**config.mk**
```make
export PLATFORM = sky130hd
export DESIGN_NAME = lsu_top
export DESIGN_NICKNAME = d
export VERILOG_FILES = /design/src/source/lsu_pkg.sv /design/src/source/lsu_ctrl.sv /design/src/source/store_align.sv /design/src/source/load_extract.sv /design/src/source/lsu_top.sv
export SDC_FILE = /design/constraint.sdc
export NUM_CORES = 1
export LEC_CHECK = 0
export BUFFER_PORTS_ARGS = -buffer_cell sky130_fd_sc_hd__buf_2
export CAP_MARGIN = 10
export CORE_MARGIN = 8
export CORE_UTILIZATION = 30
export CTS_CLUSTER_DIAMETER = 150
export DETAILED_ROUTE_END_ITERATION = 8
export GPL_TIMING_DRIVEN = 0
export HOLD_SLACK_MARGIN = 0.1
export PLACE_DENSITY = 0.67
export SETUP_SLACK_MARGIN = 0.02
export SLEW_MARGIN = 20
export SYNTH_ARGS = -nofsm -noshare
export SYNTH_HDL_FRONTEND = slang
export SYNTH_SLANG_ARGS = --single-unit
```
**constraint.sdc**
```tcl
create_clock -name clock -period 7.6 [get_ports clock]
set_input_delay 0.38 -clock clock [delete_from_list [all_inputs] [get_ports clock]]
set_output_delay 0.38 -clock clock [all_outputs]
set_load 0.1 [all_outputs]
```
**src/source/lsu_pkg.sv**
```systemverilog
// shared types, opcodes and address windows, imported by every load/store unit module
`default_nettype none

package lsu_pkg;

	localparam int data_w = 32;
	localparam int addr_w = 32;

	localparam logic [1:0] resp_okay = 2'b00;

	// narrow devices return and take data in the lane of the byte address
	localparam logic [addr_w-1:0] narrow_lo0 = 32'h0f00_0000; // sram
	localparam logic [addr_w-1:0] narrow_hi0 = 32'h0f00_1fff;
	localparam logic [addr_w-1:0] narrow_lo1 = 32'h8000_0000; // psram
	localparam logic [addr_w-1:0] narrow_hi1 = 32'h80ff_ffff;

	typedef enum logic [2:0] {
		ld_none = 3'd0,
		ld_lb   = 3'd1,
		ld_lh   = 3'd2,
		ld_lw   = 3'd3,
		ld_lbu  = 3'd4,
		ld_lhu  = 3'd5
	} load_kind_e;

	typedef enum logic [1:0] {
		st_none = 2'd0,
		st_sb   = 2'd1,
		st_sh   = 2'd2,
		st_sw   = 2'd3
	} store_kind_e;

	// axi size field, log2 of the byte count
	typedef enum logic [2:0] {
		size_1 = 3'd0,
		size_2 = 3'd1,
		size_4 = 3'd2
	} axi_size_e;

	typedef struct packed {
		logic [addr_w-1:0] addr;  // alu result
		logic [data_w-1:0] wdata; // store data, right-justified
		load_kind_e        ld;
		store_kind_e       st;
		logic [4:0]        rd;
		logic              wen;
	} lsu_req_t;

	typedef struct packed {
		logic [4:0]        rd;
		logic              wen;
		logic [data_w-1:0] data;
		logic              err;   // bus returned a nonzero response
	} lsu_wb_t;

	typedef struct packed {
		logic [addr_w-1:0] addr;
		axi_size_e         size;
	} axi_ar_t;

	typedef struct packed {
		logic [addr_w-1:0] addr;
		axi_size_e         size;
	} axi_aw_t;

	typedef struct packed {
		logic [data_w-1:0] data;
		logic [3:0]        strb;
	} axi_w_t;

	// true when the address falls in one of the lane-shifted windows
	function automatic logic in_narrow(input logic [addr_w-1:0] addr);
		return ((addr >= narrow_lo0) && (addr <= narrow_hi0)) ||
			((addr >= narrow_lo1) && (addr <= narrow_hi1));
	endfunction

endpackage

`default_nettype wire

```
**src/source/lsu_ctrl.sv**
```systemverilog
// request latch and access sequencer of the load/store unit, drives every bus handshake
`timescale 1ns/1ps
`default_nettype none

module lsu_ctrl (
	input  wire                      clock,
	input  wire                      rstn,
	input  wire                      exu_valid_i,
	input  wire lsu_pkg::lsu_req_t   req_i,
	output logic                     lsu_ready_o,
	input  wire                      ar_ready_i,
	input  wire                      aw_ready_i,
	input  wire                      w_ready_i,
	input  wire                      r_valid_i,
	input  wire [1:0]                r_resp_i,
	input  wire                      b_valid_i,
	input  wire [1:0]                b_resp_i,
	input  wire [lsu_pkg::data_w-1:0] load_data_i,
	input  wire                      wbu_ready_i,
	output lsu_pkg::lsu_req_t        req_o,
	output logic                     ar_valid_o,
	output logic                     aw_valid_o,
	output logic                     w_valid_o,
	output logic                     r_ready_o,
	output logic                     b_ready_o,
	output logic                     lsu_valid_o,
	output lsu_pkg::lsu_wb_t         wb_o
);
	import lsu_pkg::*;

	typedef enum logic [1:0] {
		s_idle,
		s_issue, // address phase outstanding
		s_resp,  // waiting for read data or write response
		s_hold   // record offered to writeback
	} state_e;

	state_e   state_q;
	state_e   state_d;
	lsu_req_t req_q;
	lsu_wb_t  wb_q;
	logic     aw_done_q;
	logic     w_done_q;
	logic     is_load;
	logic     is_store;
	logic     accept;
	logic     ar_fire;
	logic     aw_fire;
	logic     w_fire;
	logic     r_fire;
	logic     b_fire;
	logic     aw_ok;
	logic     w_ok;

	assign is_load  = (req_q.ld != ld_none);
	assign is_store = (req_q.st != st_none) && !is_load; // load wins if both set

	assign lsu_ready_o = (state_q == s_idle);
	assign lsu_valid_o = (state_q == s_hold);
	assign ar_valid_o  = (state_q == s_issue) && is_load;
	assign aw_valid_o  = (state_q == s_issue) && is_store && !aw_done_q;
	assign w_valid_o   = (state_q == s_issue) && is_store && !w_done_q;
	assign r_ready_o   = (state_q == s_resp) && is_load;
	assign b_ready_o   = (state_q == s_resp) && is_store;

	assign accept  = exu_valid_i && lsu_ready_o;
	assign ar_fire = ar_valid_o && ar_ready_i;
	assign aw_fire = aw_valid_o && aw_ready_i;
	assign w_fire  = w_valid_o && w_ready_i;
	assign r_fire  = r_valid_i && r_ready_o;
	assign b_fire  = b_valid_i && b_ready_o;
	assign aw_ok   = aw_done_q || aw_fire;
	assign w_ok    = w_done_q || w_fire;

	always_comb begin
		state_d = state_q;
		case (state_q)
			s_idle: if (accept) state_d = s_issue;
			s_issue: begin
				if (is_load) begin
					if (ar_fire) state_d = s_resp;
				end else if (is_store) begin
					if (aw_ok && w_ok) state_d = s_resp; // both halves of the write in
				end else begin
					state_d = s_hold; // no bus access
				end
			end
			s_resp: if (r_fire || b_fire) state_d = s_hold;
			s_hold: if (wbu_ready_i) state_d = s_idle;
			default: state_d = s_idle;
		endcase
	end

	always_ff @(posedge clock) begin
		if (!rstn) begin
			state_q   <= s_idle;
			aw_done_q <= 1'b0;
			w_done_q  <= 1'b0;
		end else begin
			state_q   <= state_d;
			aw_done_q <= (state_q == s_issue) && aw_ok;
			w_done_q  <= (state_q == s_issue) && w_ok;
		end
	end

	always_ff @(posedge clock) begin
		if (accept) req_q <= req_i;
	end

	// record starts as the alu result, a load or a bad response updates it
	always_ff @(posedge clock) begin
		if (accept) begin
			wb_q.rd   <= req_i.rd;
			wb_q.wen  <= req_i.wen;
			wb_q.data <= req_i.addr;
			wb_q.err  <= 1'b0;
		end else if (r_fire) begin
			wb_q.data <= load_data_i;
			wb_q.err  <= (r_resp_i != resp_okay);
		end else if (b_fire) begin
			wb_q.err  <= (b_resp_i != resp_okay);
		end
	end

	assign req_o = req_q;
	assign wb_o  = wb_q;

endmodule

`default_nettype wire

```
**src/source/store_align.sv**
```systemverilog
// store datapath, builds byte strobes, lane-shifted write data and the write size
`timescale 1ns/1ps
`default_nettype none

module store_align (
	input  wire lsu_pkg::lsu_req_t req_i,
	output lsu_pkg::axi_w_t        w_o,
	output lsu_pkg::axi_size_e     aw_size_o
);
	import lsu_pkg::*;

	logic [1:0] lane;
	logic [3:0] strb_base;

	// only narrow devices expect the data in the lane of its address
	assign lane = in_narrow(req_i.addr) ? req_i.addr[1:0] : 2'b00;

	always_comb begin
		case (req_i.st)
			st_sb:   strb_base = 4'b0001;
			st_sh:   strb_base = 4'b0011;
			st_sw:   strb_base = 4'b1111;
			default: strb_base = 4'b0000;
		endcase
	end

	always_comb begin
		case (req_i.st)
			st_sb:   aw_size_o = size_1;
			st_sh:   aw_size_o = size_2;
			default: aw_size_o = size_4;
		endcase
	end

	always_comb begin
		w_o.strb = strb_base << lane;
		w_o.data = req_i.wdata << {lane, 3'b000}; // byte steps
	end

endmodule

`default_nettype wire

```
**src/source/load_extract.sv**
```systemverilog
// load datapath, selects the addressed byte lanes and sign or zero extends them
`timescale 1ns/1ps
`default_nettype none

module load_extract (
	input  wire lsu_pkg::lsu_req_t     req_i,
	input  wire [lsu_pkg::data_w-1:0]  r_data_i,
	output lsu_pkg::axi_size_e         ar_size_o,
	output logic [lsu_pkg::data_w-1:0] load_data_o
);
	import lsu_pkg::*;

	logic [1:0]        lane;
	logic [data_w-1:0] shifted;

	// other devices already return data right-justified
	assign lane    = in_narrow(req_i.addr) ? req_i.addr[1:0] : 2'b00;
	assign shifted = r_data_i >> {lane, 3'b000};

	always_comb begin
		case (req_i.ld)
			ld_lb:
				load_data_o = {{(data_w - 8){shifted[7]}}, shifted[7:0]};
			ld_lh:
				load_data_o = {{(data_w - 16){shifted[15]}}, shifted[15:0]};
			ld_lbu:
				load_data_o = {{(data_w - 8){1'b0}}, shifted[7:0]};
			ld_lhu:
				load_data_o = {{(data_w - 16){1'b0}}, shifted[15:0]};
			ld_lw:
				load_data_o = shifted;
			default:
				load_data_o = shifted;
		endcase
	end

	always_comb begin
		case (req_i.ld)
			ld_lb, ld_lbu: ar_size_o = size_1;
			ld_lh, ld_lhu: ar_size_o = size_2;
			default:       ar_size_o = size_4;
		endcase
	end

endmodule

`default_nettype wire

```
**src/source/lsu_top.sv**
```systemverilog
// load/store unit top, joins the sequencer and both datapaths to the axi-lite ports
`timescale 1ns/1ps
`default_nettype none

module lsu_top (
	input  wire                       clock,
	input  wire                       rstn,
	// execute side
	input  wire                       exu_valid_i,
	output wire                       lsu_ready_o,
	input  wire lsu_pkg::lsu_req_t    req_i,
	// writeback side
	output wire                       lsu_valid_o,
	input  wire                       wbu_ready_i,
	output lsu_pkg::lsu_wb_t          wb_o,
	// read channels
	output lsu_pkg::axi_ar_t          ar_o,
	output wire                       ar_valid_o,
	input  wire                       ar_ready_i,
	input  wire [lsu_pkg::data_w-1:0] r_data_i,
	input  wire [1:0]                 r_resp_i,
	input  wire                       r_valid_i,
	output wire                       r_ready_o,
	// write channels
	output lsu_pkg::axi_aw_t          aw_o,
	output wire                       aw_valid_o,
	input  wire                       aw_ready_i,
	output lsu_pkg::axi_w_t           w_o,
	output wire                       w_valid_o,
	input  wire                       w_ready_i,
	input  wire [1:0]                 b_resp_i,
	input  wire                       b_valid_i,
	output wire                       b_ready_o
);
	import lsu_pkg::*;

	lsu_req_t          req_q;     // request held for the whole access
	axi_size_e         ar_size;
	axi_size_e         aw_size;
	logic [data_w-1:0] load_data;

	lsu_ctrl i_lsu_ctrl (
		.clock       (clock),
		.rstn        (rstn),
		.exu_valid_i (exu_valid_i),
		.req_i       (req_i),
		.lsu_ready_o (lsu_ready_o),
		.ar_ready_i  (ar_ready_i),
		.aw_ready_i  (aw_ready_i),
		.w_ready_i   (w_ready_i),
		.r_valid_i   (r_valid_i),
		.r_resp_i    (r_resp_i),
		.b_valid_i   (b_valid_i),
		.b_resp_i    (b_resp_i),
		.load_data_i (load_data),
		.wbu_ready_i (wbu_ready_i),
		.req_o       (req_q),
		.ar_valid_o  (ar_valid_o),
		.aw_valid_o  (aw_valid_o),
		.w_valid_o   (w_valid_o),
		.r_ready_o   (r_ready_o),
		.b_ready_o   (b_ready_o),
		.lsu_valid_o (lsu_valid_o),
		.wb_o        (wb_o)
	);

	store_align i_store_align (
		.req_i     (req_q),
		.w_o       (w_o),
		.aw_size_o (aw_size)
	);

	load_extract i_load_extract (
		.req_i       (req_q),
		.r_data_i    (r_data_i),
		.ar_size_o   (ar_size),
		.load_data_o (load_data)
	);

	assign ar_o = '{addr: req_q.addr, size: ar_size};
	assign aw_o = '{addr: req_q.addr, size: aw_size};

endmodule

`default_nettype wire

```
=== Yosys cells after proc, flatten, opt, wreduce, memory -nomap -nowiden ===
Index checks and enable logic that the tools add are counted.

* $lt $le $gt $ge: 4
* Equal/unequal tests: 15
* Shift-type cells: 3
* Multiplexer cells: 17
* Reduce and logical (&&, ||, !) cells: 35

{| class="wikitable"
|+ Operators with widths
! cell !! number
|-
| one-hot mux 32 bit (4 select lines) || 1
|-
| 2-to-1 mux 33 bit || 1
|-
| >= comparator 32 x 28 -> 1 bit (second input constant) || 1
|-
| >= comparator 32 bit (second input constant) || 1
|-
| less-or-equal comparator 32 x 28 -> 1 bit (second input constant) || 1
|-
| less-or-equal comparator 32 bit (second input constant) || 1
|-
| 2-to-1 mux 32 bit || 1
|-
| left shift 32 x 5 -> 32 bit || 1
|-
| right shift 32 x 5 -> 32 bit || 1
|-
| logical AND 1 bit || 18
|-
| 2-to-1 mux 2 bit || 8
|-
| one-hot mux 4 bit (3 select lines) || 1
|-
| nonzero test 2 bit || 5
|-
| equality test 2 bit (second input constant) || 4
|-
| one-hot mux 2 bit (2 select lines) || 2
|-
| one-hot mux 2 bit (4 select lines) || 1
|-
| equality test 3 bit (second input constant) || 2
|-
| AND reduction 5 bit || 1
|-
| equality test 2 x 1 -> 1 bit (second input constant) || 2
|-
| logical OR 1 bit || 4
|-
| != test 2 bit (second input constant) || 2
|-
| != test 4 x 3 -> 1 bit (second input constant) || 1
|-
| OR reduction 2 bit || 2
|-
| left shift 4 x 2 -> 4 bit || 1
|-
| other kinds (8) || 11
|}

* Bits in registers: 112
* Input bits: 120
* Output and inout bits: 152
* Word-level logic and storage cells: 85

=== Depth between registers and ports, before layout ===
Gate-level depths: netlist of the first run.

* Depth in word-level cells: 12
* Mapped depth: 8
* Mapped depth without buffers: 7

=== Hierarchy ===
A second synthesis of the first run with hierarchy kept.

* Cell total of the unflattened synthesis: 513
* Area, all modules: 6308.6 um^2

{| class="wikitable"
|+ By module, submodules not included
! module !! instances !! cells an instance !! area an instance (um^2) !! seq. area each (um^2)
|-
| lsu_ctrl || 1 || 203 || 4036.4 || 3313.2
|-
| load_extract || 1 || 136 || 1099.8 || 0.0
|-
| store_align || 1 || 142 || 932.1 || 0.0
|-
| lsu_top || 1 || 32 || 240.2 || 0.0
|}

=== Worst setup path after synthesis of the first run ===
No wires, ideal clock.

* Path kind: register to register
* Start point: register i_lsu_ctrl.state_q[0]
* End point: register i_lsu_ctrl.wb_q, in the netlist i_lsu_ctrl.wb_o[22] (data pin)
* Library setup time: 0.153 ns
* Arrival: 4.512 ns
* Required time: 7.447 ns
* Path slack: 2.936 ns
* Cell stages (with the launch flop): 9
* Path buffers: 2
* Clock period less this slack: 4.664 ns
* Cell sequence: dfxtp_1 > inv_1 > ha_1 > nand2_1 > clkinv_1 > clkbuf_1 > clkbuf_1 > nand2_1 > o211ai_2

* Word-level cells in the longest chain between the ends: 3

{| class="wikitable"
|+ Ends and longest elaborated chain
! item !! line !! text
|-
| start, declared || lsu_ctrl.sv:38 || <nowiki>state_e state_q;</nowiki>
|-
| start signal, assigned || lsu_ctrl.sv:96 || <nowiki>state_q <= s_idle;</nowiki>
|-
| start signal, assigned || lsu_ctrl.sv:100 || <nowiki>state_q <= state_d;</nowiki>
|-
| zero test 2 bit || lsu_ctrl.sv:58 || <nowiki>assign lsu_ready_o = (state_q == s_idle);</nowiki>
|-
| via lsu_ready_o || lsu_top.sv:10 || <nowiki>output wire lsu_ready_o,</nowiki>
|-
| logical AND 1 bit || lsu_ctrl.sv:66 || <nowiki>assign accept = exu_valid_i && lsu_ready_o;</nowiki>
|-
| via i_lsu_ctrl.accept || lsu_ctrl.sv:46 || <nowiki>logic accept;</nowiki>
|-
| 2-to-1 mux 33 bit || lsu_ctrl.sv:112 || <nowiki>if (accept) begin</nowiki>
|-
| end, declared || lsu_ctrl.sv:41 || <nowiki>lsu_wb_t wb_q;</nowiki>
|}

The timed path passes the listed nets, and every way through them passes these cells.
A chain may end at the register's enable or synchronous reset.

==> results_dict.tcl, run 1 <==
set metrics [dict create \
    sequentialPowerShare_pct 25.7 \
    path_clk_slew_ns 0.08 \
    report.final.slew_viol_count 0 \
    p_sw_mw 2.39 \
    dr.first_iter.drc_count 344 \
    layout-drive-gt1-share_pct 48.1 \
    setup_viol 0 \
    vias 5107 \
    status "finished, final reports clean" \
    die_area_sq_um 24800 \
    hold_depth 1 \
    cts_buffer_depth 2 \
    yosysWarnings 0 \
    cts.sinks 112 \
    synth-edff-count 107 \
    finalNetCount 930 \
    ir_drop_mv 0.183 \
    period_needed_ns 3.73 \
    grt_pass1_vias 5183 \
    drtAntennaViolNets 0 \
    seq_area_frac_synth_pct 55.1 \
    start_kind "flop" \
    synth_cell_type_count 57 \
    place_congestion 0.836 \
    htreeDepth 3 \
    relSlewSlack_pct 37.2 \
    clk-insertion-delay-late_ns 0.35 \
    grt_usage_pct 16.4 \
    final_common_cell "buf_2" \
    cts_resized 0 \
    die_height_um 158 \
    rsz0062_at_grt "false" \
    leakagePower_nw 3.66 \
    wl_um 21100 \
    cp.required_ns 7.22 \
    synth.avg_cell_area_sq_um 11.6 \
    synth_cells 520 \
    critical_path_class "flop to primary output" \
    ctsHoldBuffers 0 \
    dp_hpwl_um 17000 \
    initial_core_util_pct 30.1 \
    async_reset_ff_share_pct 0 \
    swShare_pct 60.4 \
    first_pass_iters 5 \
    p_comb_share_pct 62.8 \
    post-cts-setup-buffers 0 \
    final_core_util_pct 40.2 \
    synthFlopType "edfxtp_1" \
    critPathArrivalTime_ns 3.35 \
    overflow 0 \
    clkPwrFrac_pct 11.5 \
    grt_max_degree 50 \
    multi_input_area_sq_um 2040 \
    power.density_nw_per_um2 492 \
    max_freq_mhz 268 \
    die_w_um 158 \
    vias_per_cell 4.73 \
    io_pins 272 \
    numCtsBuffers 9 \
    worstMarginPinSlew_ns 0.934 \
    regArea_sq_um 3310 \
    hold_path.class "primary input to flop" \
    hold_viol 0 \
    wire_per_inst_um 19.5 \
    drv_cap 0 \
    path_max_fanout 10 \
    fin_crit_sh_pct 49.0 \
    grt_first_pass_wirelength_um 30300 \
    p_int_mw 1.57 \
    ys_ff_latch 112 \
    syn2layout_area_growth_pct 33.3 \
    setup_tns_ns 0 \
    syn_area_sq_um 6020 \
    reg2reg_depth 9 \
    drc 0 \
    core_area_sq_um 20000 \
    rows 52 \
    cts_root_buffer "clkbuf_16" \
    cts_tree "done" \
    place.port_buffers 269 \
    antenna_found_initial 6 \
    fillers 1995 \
    layout_common_cells "buf_2 (280), edfxtp_1 (107), buf_4 (67)" \
    end_kind "primary output" \
    fin_skew_ns 0.0121 \
]
==> path summary, 6_finish.rpt <==
path	start	endpoint	slack [ns]
worst min register to register	i_lsu_ctrl.aw_done_q$_SDFF_PN0_	i_lsu_ctrl.aw_done_q$_SDFF_PN0_	0.50
worst max register to register	i_lsu_ctrl.state_q[0]$_SDFFE_PN0P_	i_lsu_ctrl.wb_o[8]$_DFFE_PP_	4.84
worst max-delay path	i_lsu_ctrl.req_o[62]$_DFFE_PP_	w_o[25]	3.87
worst min-delay path	req_i[39]	i_lsu_ctrl.req_o[39]$_DFFE_PP_	0.19
==> cell usage after synthesis, types with 3 or more instances <==
cell type	count	area share, %
a21oi_1	24	2.0
inv_1	11	0.69
a22oi_1	8	1.0
clkbuf_1	11	0.69
nand2_1	57	3.6
o2bb2ai_1	8	1.2
nor2_1	32	2.0
a211oi_1	8	1.0
o221ai_1	7	1.0
ha_1	8	1.7
dfxtp_1	5	1.7
a21oi_2	8	1.2
mux2i_1	34	5.7
o21ai_0	9	0.75
nor3_1	6	0.50
nand3_1	4	0.33
nor2b_1	3	0.31
and2_0	5	0.52
buf_2	11	0.91
and2_1	7	0.73
o211ai_1	5	0.62
buf_4	67	8.4
a31oi_1	3	0.31
o22ai_1	4	0.42
and3_1	11	1.1
a22o_1	7	1.0
edfxtp_1	107	53
a2111oi_0	7	1.0
a211o_1	8	1.2
==> sequential cells by signal (all words and copies together), names as in the netlist <==
| signal | count |
|---|---|
| i_lsu_ctrl.aw_done_q | 1 |
| i_lsu_ctrl.req_o | 69 |
| i_lsu_ctrl.state_q | 2 |
| i_lsu_ctrl.w_done_q | 1 |
| i_lsu_ctrl.wb_o | 39 |
==> per-stage QoR <==
step | cell area, sq um | power, mW | worst slack (ns) | hold slack (ns) | cells
finish | 8020 | 3.95 | 3.87 | 0.194 | 1080
global route | 8020 | 4.10 | 3.66 | 0.176 | 1078
CTS | 8020 | 3.99 | 3.77 | 0.176 | 1077
detailed placement | 7740 | 3.53 | 4.17 | 0.489 | 1061
global placement | 7700 | 3.51 | 2.16 | 0.472 | 1060
floorplan | 6020 | 3.11 | 2.94 | 0.459 | 521
==> metal layers <==
layer  wire length (um)  track usage (%)  vias up
met5                 55                0        -
met4                373             4.94       10
met1               8200             18.9     2387
met3               2360             5.65       26
met2              10100             28.2      249
li1                   -                -     2435
==> power groups by stage <==
| stage | clock network [mW] | registers, mW | logic (mW) |
|---|---|---|---|
| 4_1_cts | 0.472 | 1.02 | 2.50 |
| 6_report | 0.455 | 1.01 | 2.48 |
| 3_5_place_dp | 0 | 1.03 | 2.50 |
| 2_1_floorplan | 0 | 1.63 | 1.48 |
| 3_3_place_gp | 0 | 1.04 | 2.47 |
| 5_1_grt | 0.494 | 1.04 | 2.57 |
==> final cells by class <==
class	count	share of cell area, %
sequential	112	41.3
clock buffer	9	2.81
buffer	93	7.81
clock inverter	7	0.639
tap	270	4.21
timing repair buffer	270	17.1
inverter	12	0.561
antenna	3	0.0936
multi-input combinational	304	25.5
==> cells by family (layout without fill, tap and decap cells) <==
logic type | count (synthesis) | in the layout | synth area share, %
other | 1 | 5 | 0.0623
AND/OR/NAND/NOR | 139 | 139 | 11.2
multiplexers | 34 | 34 | 5.66
buffers and inverters | 105 | 391 | 11.1
AO/OA/AOI/OAI | 119 | 119 | 14.9
XOR/XNOR | 2 | 2 | 0.291
adder cells (fa/ha/maj) | 8 | 8 | 1.66
flip-flops | 112 | 112 | 55.1
==> worst max-delay path: stages (launching register included) <==
cell       delay (ns)
edfxtp_1         0.43
nor4_2           0.45
and4_4           0.32
o21ai_1          0.23
buf_2            0.28
nor2_1           0.59
o2bb2ai_1        0.21
buf_2            0.47
(Power assumes the default switching activity.)
==> run 2, diff against run 1 <==
--- a/config.mk
+++ b/config.mk
@@ -5,6 +5,7 @@
 export SDC_FILE = /design/constraint.sdc
 export NUM_CORES = 1
 export LEC_CHECK = 0
+export ABC_AREA = 1
 export BUFFER_PORTS_ARGS = -buffer_cell sky130_fd_sc_hd__buf_2
 export CAP_MARGIN = 10
 export CORE_MARGIN = 8
@@ -13,7 +14,7 @@
 export DETAILED_ROUTE_END_ITERATION = 8
 export GPL_TIMING_DRIVEN = 0
 export HOLD_SLACK_MARGIN = 0.1
-export PLACE_DENSITY = 0.67
+export PLACE_DENSITY = 0.66
 export SETUP_SLACK_MARGIN = 0.02
 export SLEW_MARGIN = 20
 export SYNTH_ARGS = -nofsm -noshare
==> constraint.sdc (replaced) <==
create_clock -name clock -period 3.8 [get_ports clock]
set_input_delay 0.19 -clock clock [delete_from_list [all_inputs] [get_ports clock]]
set_output_delay 0.19 -clock clock [all_outputs]
set_load 0.1 [all_outputs]
==> run 2 against run 1 <==
Net effect: final cell count increased by 25%; combinational power increased by 74%; global-route usage increased by 1.1 points; sequential cell count unchanged; setup slack got worse by 3.1 ns; die area increased by 6.1%; sequential share of layout area decreased by 5.3 points; critical path depth increased by 3; register-to-register slack got worse by 3.8 ns; largest power group unchanged.
==> results_dict.tcl, run 2 <==
set metrics [dict create \
    largest_reg_flops 69 \
    sequentialPowerShare_pct 27.0 \
    ir_drop_mv 0.497 \
    place_congestion 0.870 \
    drv_cap 0 \
    max_freq_mhz 333 \
    drtAntennaViolNets 0 \
    htreeDepth 3 \
    syn_area_sq_um 6420 \
    yosysWarnings 0 \
    hold_path.class "primary input to flop" \
    cts_tree "done" \
    antenna_found_initial 1 \
    cts_buffer_depth 2 \
    grt_pass1_vias 6437 \
    layout-drive-gt1-share_pct 39.0 \
    drc 0 \
    critical_path_class "flop to primary output" \
    die_w_um 162 \
    p_sw_mw 4.14 \
    yosys.area.top_type "edfxtp_1" \
    cp.required_ns 3.61 \
    period_needed_ns 3.01 \
    path_max_fanout 10 \
    core_area_sq_um 21000 \
    io_pins 272 \
    yosys-top-cells-area "edfxtp_1 (50%), nand2_1 (9.6%), buf_4 (8.1%)" \
    end_kind "primary output" \
    grt_first_pass_wirelength_um 35400 \
    synth.avg_cell_area_sq_um 9.00 \
    power.density_nw_per_um2 779 \
    clkPwrFrac_pct 12.7 \
    synth-edff-count 107 \
    layout_common_cells "buf_2 (281), nand2_1 (164), edfxtp_1 (107)" \
    synthTopCellsByCount "nand2_1 (165), edfxtp_1 (107), nor2_1 (84)" \
    grt_max_degree 85 \
    initial_core_util_pct 30.6 \
    dp_hpwl_um 18100 \
    first_pass_iters 5 \
    finalNetCount 1200 \
    async_reset_ff_share_pct 0 \
    place.port_buffers 269 \
    wire_per_inst_um 17.2 \
    post-cts-setup-buffers 0 \
    setup_viol 0 \
    fin_crit_sh_pct 79.1 \
    die_height_um 162 \
    report.final.slew_viol_count 0 \
    start_kind "flop" \
    ys_ff_latch 112 \
    worstMarginPinSlew_ns 0.684 \
    vias_per_cell 4.44 \
    hold_viol 0 \
    status "finished, final reports clean" \
    fin_skew_ns 0.0111 \
    syn2layout_area_growth_pct 43.1 \
    synth_cells 714 \
    wl_um 23300 \
    seq_area_frac_synth_pct 51.6 \
    overflow 0 \
    p_comb_share_pct 60.3 \
    placed_cells 1260 \
    p_int_mw 3.02 \
    rsz0062_at_grt "false" \
    grt_usage_pct 17.5 \
    clk-insertion-delay-late_ns 0.35 \
    fin_cells 1353 \
    numCtsBuffers 9 \
    final_core_util_pct 43.7 \
    path_clk_slew_ns 0.08 \
    vias 6001 \
    fillers 2095 \
    die_area_sq_um 26400 \
    relSlewSlack_pct 54.4 \
    final_common_cell "buf_2" \
    setup_tns_ns 0 \
    synth_cell_type_count 36 \
    cts_root_buffer "clkbuf_16" \
    leakagePower_nw 4.50 \
    swShare_pct 57.8 \
    dr.first_iter.drc_count 236 \
    synth.most_common_cell "nand2_1" \
    synth_top_area_share_pct 50.0 \
    synthFlopType "edfxtp_1" \
    critPathArrivalTime_ns 2.82 \
    rows 53 \
    cts.sinks 112 \
]
## run 2: layer usage
| metal | global-route usage (%) | routed length, um | up-vias | part of all wire, % |
|---|---|---|---|---|
| met3 | 5.03 | 1930 | 24 | 8.3 |
| met5 | 0 | 0 | - | 0 |
| li1 | - | - | 2990 | - |
| met2 | 30.2 | 11100 | 251 | 48 |
| met1 | 20.4 | 9850 | 2736 | 42 |
| met4 | 5.68 | 420 | 0 | 1.8 |
## run 2: per-stage QoR
step	setup slack [ns]	hold slack (ns)	total power, mW	instance area (sq um)
5_1_grt	0.529	0.159	7.49	9190
2_1_floorplan	0.150	0.289	5.47	6430
6_report	0.795	0.171	7.17	9190
3_5_place_dp	1.01	0.368	6.25	8150
3_3_place_gp	0.138	0.366	6.21	8120
4_1_cts	0.675	0.152	7.23	9190
## run 2: worst max-delay path: stages, from the launching register on
cell and delay [ns]:
edfxtp_1 0.45, nor2_1 0.25, nand2_1 0.10, nor2_2 0.13
nand2_2 0.07, nand2_4 0.09, nand3_2 0.14, buf_6 0.20
clkbuf_1 0.28, o21ai_0 0.28, buf_2 0.47
## run 2: power by group through the flow
stage	clock network, mW	registers [mW]	logic (mW)
6_report	0.909	1.94	4.32
5_1_grt	0.978	1.97	4.54
4_1_cts	0.940	1.94	4.36
3_5_place_dp	0	1.97	4.29
3_3_place_gp	0	1.98	4.23
2_1_floorplan	0	2.92	2.55
## run 2: cell type report
| type | count | area (sq um) | area share [%] |
|---|---|---|---|
| Timing Repair Buffer | 346 | 2130 | 23.1 |
| Clock inverter | 7 | 53.8 | 0.585 |
| Buffer | 97 | 701 | 7.62 |
| Antenna cell | 1 | 2.50 | 0.0272 |
| Multi-Input combinational cell | 428 | 2130 | 23.2 |
| Tap cell | 275 | 344 | 3.74 |
| Clock buffer | 9 | 225 | 2.45 |
| Sequential cell | 112 | 3310 | 36.0 |
| Inverter | 78 | 293 | 3.18 |
## run 2: kinds of logic after synthesis
| logic type | Yosys count | synth area share, % |
|---|---|---|
| simple gates | 343 | 25.0 |
| buf+inv | 175 | 15.3 |
| flops | 112 | 51.6 |
| compound gates | 75 | 6.48 |
| other cells | 1 | 0.0584 |
| fa+ha+maj | 8 | 1.56 |
## run 2: final timing paths
path                                           start                                  to  slack, ns  cells past startpoint
hold reg to reg   i_lsu_ctrl.state_q[0]$_SDFFE_PN0P_  i_lsu_ctrl.state_q[0]$_SDFFE_PN0P_       0.54                      2
setup reg to reg  i_lsu_ctrl.state_q[0]$_SDFFE_PN0P_        i_lsu_ctrl.wb_o[4]$_DFFE_PP_       1.06                      7
setup / recovery      i_lsu_ctrl.req_o[57]$_DFFE_PP_                             w_o[23]       0.79                     10
hold / removal                            aw_ready_i     i_lsu_ctrl.aw_done_q$_SDFF_PN0_       0.17                      3
## run 2: repair_timing
item | 4_1_cts | 5_1_grt
endpoints found under the hold margin | 77 | 0
gates resized for setup | 0 | 0
hold buffers | 76 | 0
endpoints found under the setup margin | 0 | 0
